### src/design/muldiv_pkg.sv
package muldiv_pkg;

    localparam int XLEN        = 32;  // operand and register width
    localparam int MULT_STAGES = 7;   // multiplier stages after operand capture
    localparam int DIV_STEPS   = 32;  // one quotient bit per iteration
    localparam int DIV_CNT_W   = $clog2(DIV_STEPS);

    // operation codes offered by the issue stage
    typedef enum logic [3:0] {
        OP_MULT  = 4'd0,
        OP_MULTU = 4'd1,
        OP_DIV   = 4'd2,
        OP_DIVU  = 4'd3,
        OP_MADD  = 4'd4,
        OP_MADDU = 4'd5,
        OP_MSUB  = 4'd6,
        OP_MSUBU = 4'd7,
        OP_MTHI  = 4'd8,
        OP_MTLO  = 4'd9
    } op_e;

    // how a unit result lands in {hi, lo}
    typedef enum logic [1:0] {
        WR_LOAD = 2'd0,  // plain load
        WR_ADD  = 2'd1,  // accumulate
        WR_SUB  = 2'd2   // subtract from hi:lo
    } hilo_wr_e;

endpackage

### src/design/muldiv_unit_if.sv
`timescale 1ns/1ps

interface muldiv_unit_if;

    logic                            start;      // one-cycle request
    logic [muldiv_pkg::XLEN-1:0]     a;
    logic [muldiv_pkg::XLEN-1:0]     b;
    logic                            is_signed;
    logic                            done;       // one-cycle completion
    logic [2*muldiv_pkg::XLEN-1:0]   result;     // {rem, quo} from the divider

    // sequencer side
    modport ctrl (
        output start,
        output a,
        output b,
        output is_signed,
        input  done,
        input  result
    );

    // arithmetic unit side
    modport unit (
        input  start,
        input  a,
        input  b,
        input  is_signed,
        output done,
        output result
    );

endinterface

### src/design/hilo_regs.sv
`timescale 1ns/1ps

module hilo_regs (
    input  logic                            clk,
    input  logic                            reset,
    input  logic                            wr_en_i,
    input  muldiv_pkg::hilo_wr_e            wr_mode_i,
    input  logic [2*muldiv_pkg::XLEN-1:0]   wr_val_i,
    input  logic                            mov_hi_i,
    input  logic                            mov_lo_i,
    input  logic [muldiv_pkg::XLEN-1:0]     mov_val_i,
    output logic [muldiv_pkg::XLEN-1:0]     hi_o,
    output logic [muldiv_pkg::XLEN-1:0]     lo_o
);

    logic [muldiv_pkg::XLEN-1:0]   hi_q;
    logic [muldiv_pkg::XLEN-1:0]   lo_q;
    logic [2*muldiv_pkg::XLEN-1:0] hilo;      // current concatenation
    logic [2*muldiv_pkg::XLEN-1:0] hilo_nxt;  // value for a unit write

    assign hilo = {hi_q, lo_q};

    always_comb begin
        case (wr_mode_i)
            muldiv_pkg::WR_ADD:  hilo_nxt = hilo + wr_val_i;  // wraps mod 2^64
            muldiv_pkg::WR_SUB:  hilo_nxt = hilo - wr_val_i;
            default:             hilo_nxt = wr_val_i;
        endcase
    end

    always_ff @(posedge clk) begin
        if (reset) begin
            hi_q <= '0;
            lo_q <= '0;
        end else if (mov_hi_i) begin
            hi_q <= mov_val_i;  // mthi
        end else if (mov_lo_i) begin
            lo_q <= mov_val_i;  // mtlo
        end else if (wr_en_i) begin
            {hi_q, lo_q} <= hilo_nxt;
        end
    end

    assign hi_o = hi_q;
    assign lo_o = lo_q;

endmodule

### src/design/pipe_multiplier.sv
`timescale 1ns/1ps

module pipe_multiplier (
    input  logic           clk,
    input  logic           reset,
    muldiv_unit_if.unit    bus
);

    // operands carry one extra bit so signed and unsigned share the datapath
    logic signed [muldiv_pkg::XLEN:0]     a_q;
    logic signed [muldiv_pkg::XLEN:0]     b_q;
    logic [muldiv_pkg::MULT_STAGES:0]     vld_q;      // bit 0 is operand capture

    logic [muldiv_pkg::XLEN-1:0]          pp_ll_q;    // lo x lo, unsigned
    logic signed [muldiv_pkg::XLEN+1:0]   pp_lh_q;
    logic signed [muldiv_pkg::XLEN+1:0]   pp_hl_q;
    logic signed [muldiv_pkg::XLEN+1:0]   pp_hh_q;

    logic signed [muldiv_pkg::XLEN+2:0]   mid_q;      // cross terms summed
    logic [muldiv_pkg::XLEN-1:0]          ll_d_q;
    logic [muldiv_pkg::XLEN-1:0]          hh_d_q;     // upper bits fall off mod 2^64

    logic signed [2*muldiv_pkg::XLEN-1:0] mid_wide;
    logic [2*muldiv_pkg::XLEN-1:0]        mid_shift;
    logic [2*muldiv_pkg::XLEN-1:0]        prod_q [3:muldiv_pkg::MULT_STAGES];

    always_ff @(posedge clk) begin
        if (reset) begin
            vld_q <= '0;
        end else begin
            vld_q <= {vld_q[muldiv_pkg::MULT_STAGES-1:0], bus.start};
        end
    end

    always_ff @(posedge clk) begin
        if (bus.start) begin
            a_q <= {bus.is_signed & bus.a[muldiv_pkg::XLEN-1], bus.a};
            b_q <= {bus.is_signed & bus.b[muldiv_pkg::XLEN-1], bus.b};
        end
    end

    // stage 1 forms four partial products on 16-bit halves
    always_ff @(posedge clk) begin
        pp_ll_q <= a_q[muldiv_pkg::XLEN/2-1:0] * b_q[muldiv_pkg::XLEN/2-1:0];
        pp_lh_q <= $signed({1'b0, a_q[muldiv_pkg::XLEN/2-1:0]})
                 * $signed(b_q[muldiv_pkg::XLEN:muldiv_pkg::XLEN/2]);
        pp_hl_q <= $signed(a_q[muldiv_pkg::XLEN:muldiv_pkg::XLEN/2])
                 * $signed({1'b0, b_q[muldiv_pkg::XLEN/2-1:0]});
        pp_hh_q <= $signed(a_q[muldiv_pkg::XLEN:muldiv_pkg::XLEN/2])
                 * $signed(b_q[muldiv_pkg::XLEN:muldiv_pkg::XLEN/2]);
    end

    // stage 2 folds the cross terms
    always_ff @(posedge clk) begin
        mid_q  <= pp_lh_q + pp_hl_q;
        ll_d_q <= pp_ll_q;
        hh_d_q <= pp_hh_q[muldiv_pkg::XLEN-1:0];
    end

    always_comb begin
        mid_wide  = mid_q;  // sign extends
        mid_shift = mid_wide <<< (muldiv_pkg::XLEN/2);
    end

    // stage 3 forms the product, later stages only carry it
    always_ff @(posedge clk) begin
        prod_q[3] <= {hh_d_q, {muldiv_pkg::XLEN{1'b0}}} + mid_shift
                   + {{muldiv_pkg::XLEN{1'b0}}, ll_d_q};
        for (int k = 4; k <= muldiv_pkg::MULT_STAGES; k++) begin
            prod_q[k] <= prod_q[k-1];
        end
    end

    assign bus.result = prod_q[muldiv_pkg::MULT_STAGES];
    assign bus.done   = vld_q[muldiv_pkg::MULT_STAGES];

endmodule

### src/design/radix2_divider.sv
`timescale 1ns/1ps

module radix2_divider (
    input  logic           clk,
    input  logic           reset,
    muldiv_unit_if.unit    bus
);

    typedef enum logic [1:0] {
        DIV_IDLE,
        DIV_RUN,
        DIV_FIX
    } div_state_e;

    div_state_e                          state_q;
    logic [muldiv_pkg::DIV_CNT_W-1:0]    step_q;
    logic                                done_q;

    logic [muldiv_pkg::XLEN-1:0]         rem_q;      // partial remainder
    logic [muldiv_pkg::XLEN-1:0]         quo_q;      // dividend shifts out, quotient in
    logic [muldiv_pkg::XLEN-1:0]         dvs_q;      // divisor magnitude
    logic [muldiv_pkg::XLEN-1:0]         dvd_q;      // raw dividend for div by zero
    logic                                neg_quo_q;
    logic                                neg_rem_q;
    logic                                zero_q;
    logic [2*muldiv_pkg::XLEN-1:0]       result_q;

    logic [muldiv_pkg::XLEN-1:0]         a_mag;
    logic [muldiv_pkg::XLEN-1:0]         b_mag;
    logic [muldiv_pkg::XLEN:0]           shifted;
    logic [muldiv_pkg::XLEN+1:0]         diff;
    logic [muldiv_pkg::XLEN-1:0]         quo_fix;
    logic [muldiv_pkg::XLEN-1:0]         rem_fix;

    always_comb begin
        a_mag   = (bus.is_signed && bus.a[muldiv_pkg::XLEN-1]) ? -bus.a : bus.a;
        b_mag   = (bus.is_signed && bus.b[muldiv_pkg::XLEN-1]) ? -bus.b : bus.b;
        shifted = {rem_q, quo_q[muldiv_pkg::XLEN-1]};
        diff    = {1'b0, shifted} - {2'b00, dvs_q};  // msb set means borrow
        quo_fix = neg_quo_q ? -quo_q : quo_q;
        rem_fix = neg_rem_q ? -rem_q : rem_q;
    end

    always_ff @(posedge clk) begin
        if (reset) begin
            state_q <= DIV_IDLE;
            step_q  <= '0;
            done_q  <= 1'b0;
        end else begin
            done_q <= 1'b0;
            case (state_q)
                DIV_IDLE: begin
                    if (bus.start) begin
                        state_q <= DIV_RUN;
                        step_q  <= '0;
                    end
                end
                DIV_RUN: begin
                    step_q <= step_q + 1'b1;
                    if (step_q == muldiv_pkg::DIV_STEPS - 1) begin
                        state_q <= DIV_FIX;
                    end
                end
                DIV_FIX: begin
                    state_q <= DIV_IDLE;
                    done_q  <= 1'b1;  // result_q loads on this same edge
                end
                default: state_q <= DIV_IDLE;
            endcase
        end
    end

    always_ff @(posedge clk) begin
        if (state_q == DIV_IDLE && bus.start) begin
            rem_q     <= '0;
            quo_q     <= a_mag;
            dvs_q     <= b_mag;
            dvd_q     <= bus.a;
            neg_quo_q <= bus.is_signed && (bus.a[muldiv_pkg::XLEN-1] ^ bus.b[muldiv_pkg::XLEN-1]);
            neg_rem_q <= bus.is_signed && bus.a[muldiv_pkg::XLEN-1];  // follows dividend
            zero_q    <= (bus.b == '0);
        end else if (state_q == DIV_RUN) begin
            if (!diff[muldiv_pkg::XLEN+1]) begin
                rem_q <= diff[muldiv_pkg::XLEN-1:0];  // subtract fits
                quo_q <= {quo_q[muldiv_pkg::XLEN-2:0], 1'b1};
            end else begin
                rem_q <= shifted[muldiv_pkg::XLEN-1:0];  // restore
                quo_q <= {quo_q[muldiv_pkg::XLEN-2:0], 1'b0};
            end
        end else if (state_q == DIV_FIX) begin
            if (zero_q) begin
                result_q <= {dvd_q, {muldiv_pkg::XLEN{1'b1}}};  // hi = dividend, lo = all ones
            end else begin
                result_q <= {rem_fix, quo_fix};
            end
        end
    end

    assign bus.done   = done_q;
    assign bus.result = result_q;

endmodule

### src/design/muldiv_sequencer.sv
`timescale 1ns/1ps

module muldiv_sequencer (
    input  logic                            clk,
    input  logic                            reset,
    input  logic                            op_valid_i,
    output logic                            op_ready_o,
    input  muldiv_pkg::op_e                 op_code_i,
    input  logic [muldiv_pkg::XLEN-1:0]     a_i,
    input  logic [muldiv_pkg::XLEN-1:0]     b_i,
    input  logic                            flush_i,
    muldiv_unit_if.ctrl                     mul_bus,
    muldiv_unit_if.ctrl                     div_bus,
    output logic                            wr_en_o,
    output muldiv_pkg::hilo_wr_e            wr_mode_o,
    output logic [2*muldiv_pkg::XLEN-1:0]   wr_val_o,
    output logic                            mov_hi_o,
    output logic                            mov_lo_o,
    output logic [muldiv_pkg::XLEN-1:0]     mov_val_o
);

    typedef enum logic [1:0] {
        SEQ_IDLE,
        SEQ_WAIT_MUL,
        SEQ_WAIT_DIV
    } seq_state_e;

    seq_state_e                  state_q;
    logic                        xfer;
    logic                        dec_mul;
    logic                        dec_div;
    logic                        dec_signed;
    logic                        dec_mthi;
    logic                        dec_mtlo;
    muldiv_pkg::hilo_wr_e        dec_mode;
    muldiv_pkg::hilo_wr_e        mode_q;
    logic [muldiv_pkg::XLEN-1:0] opa_q;  // also the move value
    logic [muldiv_pkg::XLEN-1:0] opb_q;
    logic                        sgn_q;
    logic                        mul_start_q;
    logic                        div_start_q;
    logic                        mov_hi_q;
    logic                        mov_lo_q;

    assign op_ready_o = (state_q == SEQ_IDLE);
    assign xfer       = op_valid_i && op_ready_o && !flush_i;

    always_comb begin
        dec_mul    = 1'b0;
        dec_div    = 1'b0;
        dec_signed = 1'b0;
        dec_mthi   = 1'b0;
        dec_mtlo   = 1'b0;
        dec_mode   = muldiv_pkg::WR_LOAD;
        case (op_code_i)
            muldiv_pkg::OP_MULT: begin
                dec_mul    = 1'b1;
                dec_signed = 1'b1;
            end
            muldiv_pkg::OP_MULTU: dec_mul = 1'b1;
            muldiv_pkg::OP_DIV: begin
                dec_div    = 1'b1;
                dec_signed = 1'b1;
            end
            muldiv_pkg::OP_DIVU:  dec_div = 1'b1;
            muldiv_pkg::OP_MADD: begin
                dec_mul    = 1'b1;
                dec_signed = 1'b1;
                dec_mode   = muldiv_pkg::WR_ADD;
            end
            muldiv_pkg::OP_MADDU: begin
                dec_mul  = 1'b1;
                dec_mode = muldiv_pkg::WR_ADD;
            end
            muldiv_pkg::OP_MSUB: begin
                dec_mul    = 1'b1;
                dec_signed = 1'b1;
                dec_mode   = muldiv_pkg::WR_SUB;
            end
            muldiv_pkg::OP_MSUBU: begin
                dec_mul  = 1'b1;
                dec_mode = muldiv_pkg::WR_SUB;
            end
            muldiv_pkg::OP_MTHI:  dec_mthi = 1'b1;
            muldiv_pkg::OP_MTLO:  dec_mtlo = 1'b1;
            default:              dec_mul  = 1'b0;  // unknown code is dropped
        endcase
    end

    always_ff @(posedge clk) begin
        if (reset) begin
            state_q     <= SEQ_IDLE;
            mul_start_q <= 1'b0;
            div_start_q <= 1'b0;
            mov_hi_q    <= 1'b0;
            mov_lo_q    <= 1'b0;
        end else begin
            mul_start_q <= xfer && dec_mul;
            div_start_q <= xfer && dec_div;
            mov_hi_q    <= xfer && dec_mthi;
            mov_lo_q    <= xfer && dec_mtlo;
            case (state_q)
                SEQ_IDLE: begin
                    if (xfer && dec_mul) begin
                        state_q <= SEQ_WAIT_MUL;
                    end else if (xfer && dec_div) begin
                        state_q <= SEQ_WAIT_DIV;
                    end
                end
                SEQ_WAIT_MUL: if (mul_bus.done) state_q <= SEQ_IDLE;
                SEQ_WAIT_DIV: if (div_bus.done) state_q <= SEQ_IDLE;
                default:      state_q <= SEQ_IDLE;
            endcase
        end
    end

    always_ff @(posedge clk) begin
        if (xfer) begin
            opa_q  <= a_i;
            opb_q  <= b_i;
            sgn_q  <= dec_signed;
            mode_q <= dec_mode;  // load for divides
        end
    end

    assign mul_bus.start     = mul_start_q;
    assign mul_bus.a         = opa_q;
    assign mul_bus.b         = opb_q;
    assign mul_bus.is_signed = sgn_q;
    assign div_bus.start     = div_start_q;
    assign div_bus.a         = opa_q;
    assign div_bus.b         = opb_q;
    assign div_bus.is_signed = sgn_q;

    // divider result is already {rem, quo}, i.e. {hi, lo}
    assign wr_en_o   = (state_q == SEQ_WAIT_MUL && mul_bus.done)
                    || (state_q == SEQ_WAIT_DIV && div_bus.done);
    assign wr_mode_o = mode_q;
    assign wr_val_o  = (state_q == SEQ_WAIT_DIV) ? div_bus.result : mul_bus.result;
    assign mov_hi_o  = mov_hi_q;
    assign mov_lo_o  = mov_lo_q;
    assign mov_val_o = opa_q;

endmodule

### src/design/muldiv_top.sv
`timescale 1ns/1ps

module muldiv_top (
    input  logic                            clk,
    input  logic                            reset,
    input  logic                            op_valid_i,
    output logic                            op_ready_o,
    input  muldiv_pkg::op_e                 op_code_i,
    input  logic [muldiv_pkg::XLEN-1:0]     a_i,
    input  logic [muldiv_pkg::XLEN-1:0]     b_i,
    input  logic                            flush_i,
    output logic [muldiv_pkg::XLEN-1:0]     hi_o,
    output logic [muldiv_pkg::XLEN-1:0]     lo_o
);

    logic                            wr_en;
    muldiv_pkg::hilo_wr_e            wr_mode;
    logic [2*muldiv_pkg::XLEN-1:0]   wr_val;
    logic                            mov_hi;
    logic                            mov_lo;
    logic [muldiv_pkg::XLEN-1:0]     mov_val;

    muldiv_unit_if mul_bus ();
    muldiv_unit_if div_bus ();

    muldiv_sequencer u_sequencer (
        .clk        (clk),
        .reset      (reset),
        .op_valid_i (op_valid_i),
        .op_ready_o (op_ready_o),
        .op_code_i  (op_code_i),
        .a_i        (a_i),
        .b_i        (b_i),
        .flush_i    (flush_i),
        .mul_bus    (mul_bus.ctrl),
        .div_bus    (div_bus.ctrl),
        .wr_en_o    (wr_en),
        .wr_mode_o  (wr_mode),
        .wr_val_o   (wr_val),
        .mov_hi_o   (mov_hi),
        .mov_lo_o   (mov_lo),
        .mov_val_o  (mov_val)
    );

    pipe_multiplier u_multiplier (
        .clk   (clk),
        .reset (reset),
        .bus   (mul_bus.unit)
    );

    radix2_divider u_divider (
        .clk   (clk),
        .reset (reset),
        .bus   (div_bus.unit)
    );

    hilo_regs u_hilo (
        .clk       (clk),
        .reset     (reset),
        .wr_en_i   (wr_en),
        .wr_mode_i (wr_mode),
        .wr_val_i  (wr_val),
        .mov_hi_i  (mov_hi),
        .mov_lo_i  (mov_lo),
        .mov_val_i (mov_val),
        .hi_o      (hi_o),
        .lo_o      (lo_o)
    );

endmodule

### config.mk
export PLATFORM = sky130hd
export DESIGN_NAME = muldiv_top
export DESIGN_NICKNAME = d
export VERILOG_FILES = /design/src/design/muldiv_pkg.sv /design/src/design/muldiv_unit_if.sv /design/src/design/hilo_regs.sv /design/src/design/pipe_multiplier.sv /design/src/design/radix2_divider.sv /design/src/design/muldiv_sequencer.sv /design/src/design/muldiv_top.sv
export SDC_FILE = /design/constraint.sdc
export NUM_CORES = 2
export LEC_CHECK = 0
export ABC_AREA = 1
export BUFFER_PORTS_ARGS = -buffer_cell sky130_fd_sc_hd__buf_2
export CAP_MARGIN = 10
export CORE_UTILIZATION = 60
export CTS_CLUSTER_DIAMETER = 30
export DETAILED_ROUTE_END_ITERATION = 7
export PLACE_DENSITY = 0.73
export REMOVE_ABC_BUFFERS = 1
export SLEW_MARGIN = 20
export SYNTH_ARGS = -nofsm -noshare
export SYNTH_HDL_FRONTEND = slang
export SYNTH_SLANG_ARGS = --single-unit
### constraint.sdc
create_clock -name clk -period 6.7 [get_ports clk]
set_input_delay 1.675 -clock clk [delete_from_list [all_inputs] [get_ports clk]]
set_output_delay 1.675 -clock clk [all_outputs]
set_load 0.01 [all_outputs]
==> metrics <==
Post-DRT Antenna Nets 0; tightest slew margin relative to the limit 20.3%; multiplexer area fraction after synthesis less than 1%; gate count after technology mapping ~10000; Placeable Area roughly 140000 um2; Total GRT Usage a little under two fifths; Skew-Pair Late Insertion Delay 0.88 ns; CTS clock-pin slew for the worst setup and hold paths around 0.050 ns; post-synthesis sequential element count roughly 970; Hold WC Path Type flop to flop; area share of the leading cell type in the synthesized netlist 23.5%; sequential-to-total area share from yosys stat 27.0%; total of endpoints with negative setup slack in the final report 0; EDFF count, synth between 200 and 300; detailed-route wire length per cell 21.4 um; net switching power figure around 14 mW; dpl hpwl 204000 um; routed via count about 68000; floorplan die area about 140000 um2; commonest non-fill, non-tap cells in the layout sky130_fd_sc_hd__inv_1 (2238), sky130_fd_sc_hd__nand2_1 (2120), sky130_fd_sc_hd__fa_1 (968); Register Area 22300 um2; Area growth, synth to finish 12.5%; GRT overflow 0; antenna violations before repair 21; die boundary height around 370 um; Max Freq roughly 0.15 GHz; Final Core Density 68.2%; Pre-antenna DRT Iters 6; number of pins exceeding their max-slew limit in the final report 0; most repeated library cell on the critical path sky130_fd_sc_hd__fa_1; DR iter-0 viols about 6000; sequential cell fraction of total power between 20% and 30%; H-tree level count 4; CP Max Fanout 13; Multi-input gate area between 50000 and 60000 um2; critical path required time around 7.4 ns; hold violation total from the final report 0; final estimated routing congestion in global placement 1.02; Static Leakage 48.2 nW; startpoint of the lowest-slack hold path u_multiplier.prod_q[0][272]; min Tclk post-route 6.45 ns; Nets approximately 12000; number of distinct standard cells referenced by the synthesized netlist 62; power per cell area 367 nW/um2; first-pass GRT wire length approximately 400000 um; ordered list of cells on the worst path nand2_1, inv_1, fa_1, inv_1, fa_1, inv_1, fa_1, fa_1, fa_1, fa_1, ha_1, a21oi_1, o21ai_0, a221oi_1, nand2_1, a21oi_1, xnor2_1; Reg-to-Reg End u_multiplier.pp_hh_q[31]; I/O Pins ~140; Synth Area in Simple Gates between 15 and 20%; data arrival time of the critical path between 7 and 8 ns; delay of the slowest cell on the worst path between 0.8 and 0.9 ns; mean instance size in the synthesized netlist 8.23 um2; post-place instance area ~86000 um2; dominant cells by area after synthesis sky130_fd_sc_hd__fa_1 (23%), sky130_fd_sc_hd__dfxtp_1 (16%), sky130_fd_sc_hd__edfxtp_1 (11%), sky130_fd_sc_hd__inv_1 (10%), sky130_fd_sc_hd__nand2_1 (9.6%); fraction of synthesized cell area in xor and xnor cells 4.04%; Worst Clk Skew around 0.14 ns; TritonCTS clock tree done; area of all placed cells without fillers about 93000 um2; setup ws final about 0.25 ns; slowest stage cell, crit path sky130_fd_sc_hd__fa_1; prevailing post-synth register cell sky130_fd_sc_hd__dfxtp_1; peak ir drop on the vdd network between 0.3 and 0.4 mV; category of the critical setup timing path flop to flop; worst slew pin tran around 1.2 ns; vias in the first global route 70000; post-synthesis cell type with the largest combined area sky130_fd_sc_hd__fa_1; pin count of the biggest net entering global routing 73; Buf/Inv on CP 3; Rows between 100 and 150; hold-fix buffer count after cts 0; setup TNS 0 ns; chip width around 370 um; fraction of power spent switching nets 42.0%; total length of routed wires around 260000 um; part of the cycle the worst path needs 96.3%; share of flip-flops with an asynchronous set or reset after synthesis 0%; synthesized cell area ~80000 um2; worst setup slack after placement roughly 0.32 ns; ratio of routed vias to standard cells between 5 and 6; largest buffer count on any clock path 3; share of total power in the clock network between 20% and 30%; clk sinks ~970; CP top delay family adder cells; Post-route DRC 0; max-capacitance violation count 0; number of warnings printed during yosys synthesis 0; Hold Path Cell Cnt 0; register-to-register path setup slack 0.25 ns; fraction of the mapped netlist area in compound gates approximately 8.8%; cts bufs inserted roughly 200; Worst Hold Endpoint u_multiplier.prod_q[0][336]; status completed; startpoint kind of the worst setup timing path flop; Root Buffer sky130_fd_sc_hd__clkbuf_16; most common cell after layout, fill and taps aside sky130_fd_sc_hd__inv_1; Gate power share 44.8%; depth of the most critical reg-to-reg path 17; number of fillers in the final layout 11100; synthesized-area fraction occupied by adder cells 32.4%; Reg2Reg Launch Point u_multiplier.b_q[18]; unrepaired setup endpoints after global routing no; type of destination of the critical path flop; largest family of logic cells by synthesized area adder cells; initial core utilization roughly three fifths; share of final-layout standard cells stronger than drive strength 1 7.48%; IO Port Bufs approximately 140; Pint just under 20 mW
[state kept, by name, summed over array words and instances (netlist names), 33 cells and up]
signal / cells
u_multiplier.prod_q: 320
u_divider.bus.result: 64
u_multiplier.mid_q: 35
u_multiplier.pp_hl_q: 34
u_multiplier.pp_lh_q: 34
u_multiplier.a_q: 33
u_multiplier.b_q: 33
[layout make-up]
type                       count  share of cell area, %
tap                         1781                   2.40
multi-input combinational   6436                   54.2
antenna                       11                 0.0297
clock inverter               138                   1.96
timing repair buffer         322                   2.58
sequential                   965                   24.0
clock buffer                 232                   5.69
inverter                    2252                   9.11
[power groups by stage]
stage	logic [mW]	clock network [mW]	registers, mW
finish	15.3	10.1	8.69
global route	17.0	10.5	8.81
CTS	15.1	10.2	8.70
detailed placement	14.9	0	8.76
global placement	14.7	0	8.72
floorplan	10.7	0	8.35
[synthesized netlist by cell type, types with 26 or more instances]
master	number
sky130_fd_sc_hd__a21o_1	42
sky130_fd_sc_hd__a21oi_1	556
sky130_fd_sc_hd__a22oi_1	33
sky130_fd_sc_hd__a31oi_1	45
sky130_fd_sc_hd__clkbuf_1	342
sky130_fd_sc_hd__dfxtp_1	669
sky130_fd_sc_hd__edfxtp_1	296
sky130_fd_sc_hd__fa_1	968
sky130_fd_sc_hd__ha_1	585
sky130_fd_sc_hd__inv_1	2239
sky130_fd_sc_hd__nand2_1	2120
sky130_fd_sc_hd__nand3_1	249
sky130_fd_sc_hd__nand3b_1	28
sky130_fd_sc_hd__nand4_1	50
sky130_fd_sc_hd__nor2_1	563
sky130_fd_sc_hd__nor3_1	76
sky130_fd_sc_hd__nor4_1	36
sky130_fd_sc_hd__o211ai_1	35
sky130_fd_sc_hd__o21a_1	26
sky130_fd_sc_hd__o21ai_0	443
sky130_fd_sc_hd__o21bai_1	28
sky130_fd_sc_hd__xnor2_1	149
sky130_fd_sc_hd__xor2_1	231
[worst max path at each step]
stage                          from                        to  slack [ns]  depth (start not counted)
3_5_place_dp   u_multiplier.b_q[18]  u_multiplier.pp_hh_q[31]        0.32                         17
2_1_floorplan   u_multiplier.b_q[8]  u_multiplier.pp_hl_q[32]        0.88                         22
5_1_grt         u_multiplier.b_q[9]  u_multiplier.pp_ll_q[29]       0.007                         24
6_report       u_multiplier.b_q[18]  u_multiplier.pp_hh_q[31]        0.25                         17
3_3_place_gp   u_multiplier.b_q[11]  u_multiplier.pp_ll_q[29]        0.34                         20
4_1_cts        u_multiplier.b_q[12]  u_multiplier.pp_ll_q[27]        0.30                         21
[per-stage QoR]
stage / cells / hold slack [ns] / power, mW
final: 12100 / 0.281 / 34.1
after global routing: 12100 / 0.285 / 36.3
after CTS: 12100 / 0.278 / 34.0
after detailed placement: 11700 / 0.312 / 23.7
after global placement: 11700 / 0.310 / 23.5
after floorplan: 9653 / 0.310 / 19.1
[what timing repair did]
| action | CTS | global route |
|---|---|---|
| resized for setup | 0 | 1 |
| endpoints found under the setup margin | 0 | 4 |
| buffers inserted | 0 | 9 |
[cells by family (layout without fill, tap and decap cells)]
| family | after synthesis | after routing |
|---|---|---|
| compound gates | 1310 | 1310 |
| xor+xnor | 380 | 380 |
| fa+ha+maj | 1553 | 1553 |
| buf+inv | 2622 | 2944 |
| flops | 965 | 965 |
| mux | 1 | 1 |
| other cells | 0 | 11 |
| simple gates | 3192 | 3192 |
[layer usage]
metal,up-vias,global-route usage (%),routed length [um]
met5,-,0,31
met4,4,26.9,20500
met3,840,7.59,23900
met2,3293,60.9,118000
met1,32400,45.7,97800
li1,31000,-,-
Power figures use the tool's default switching activity.
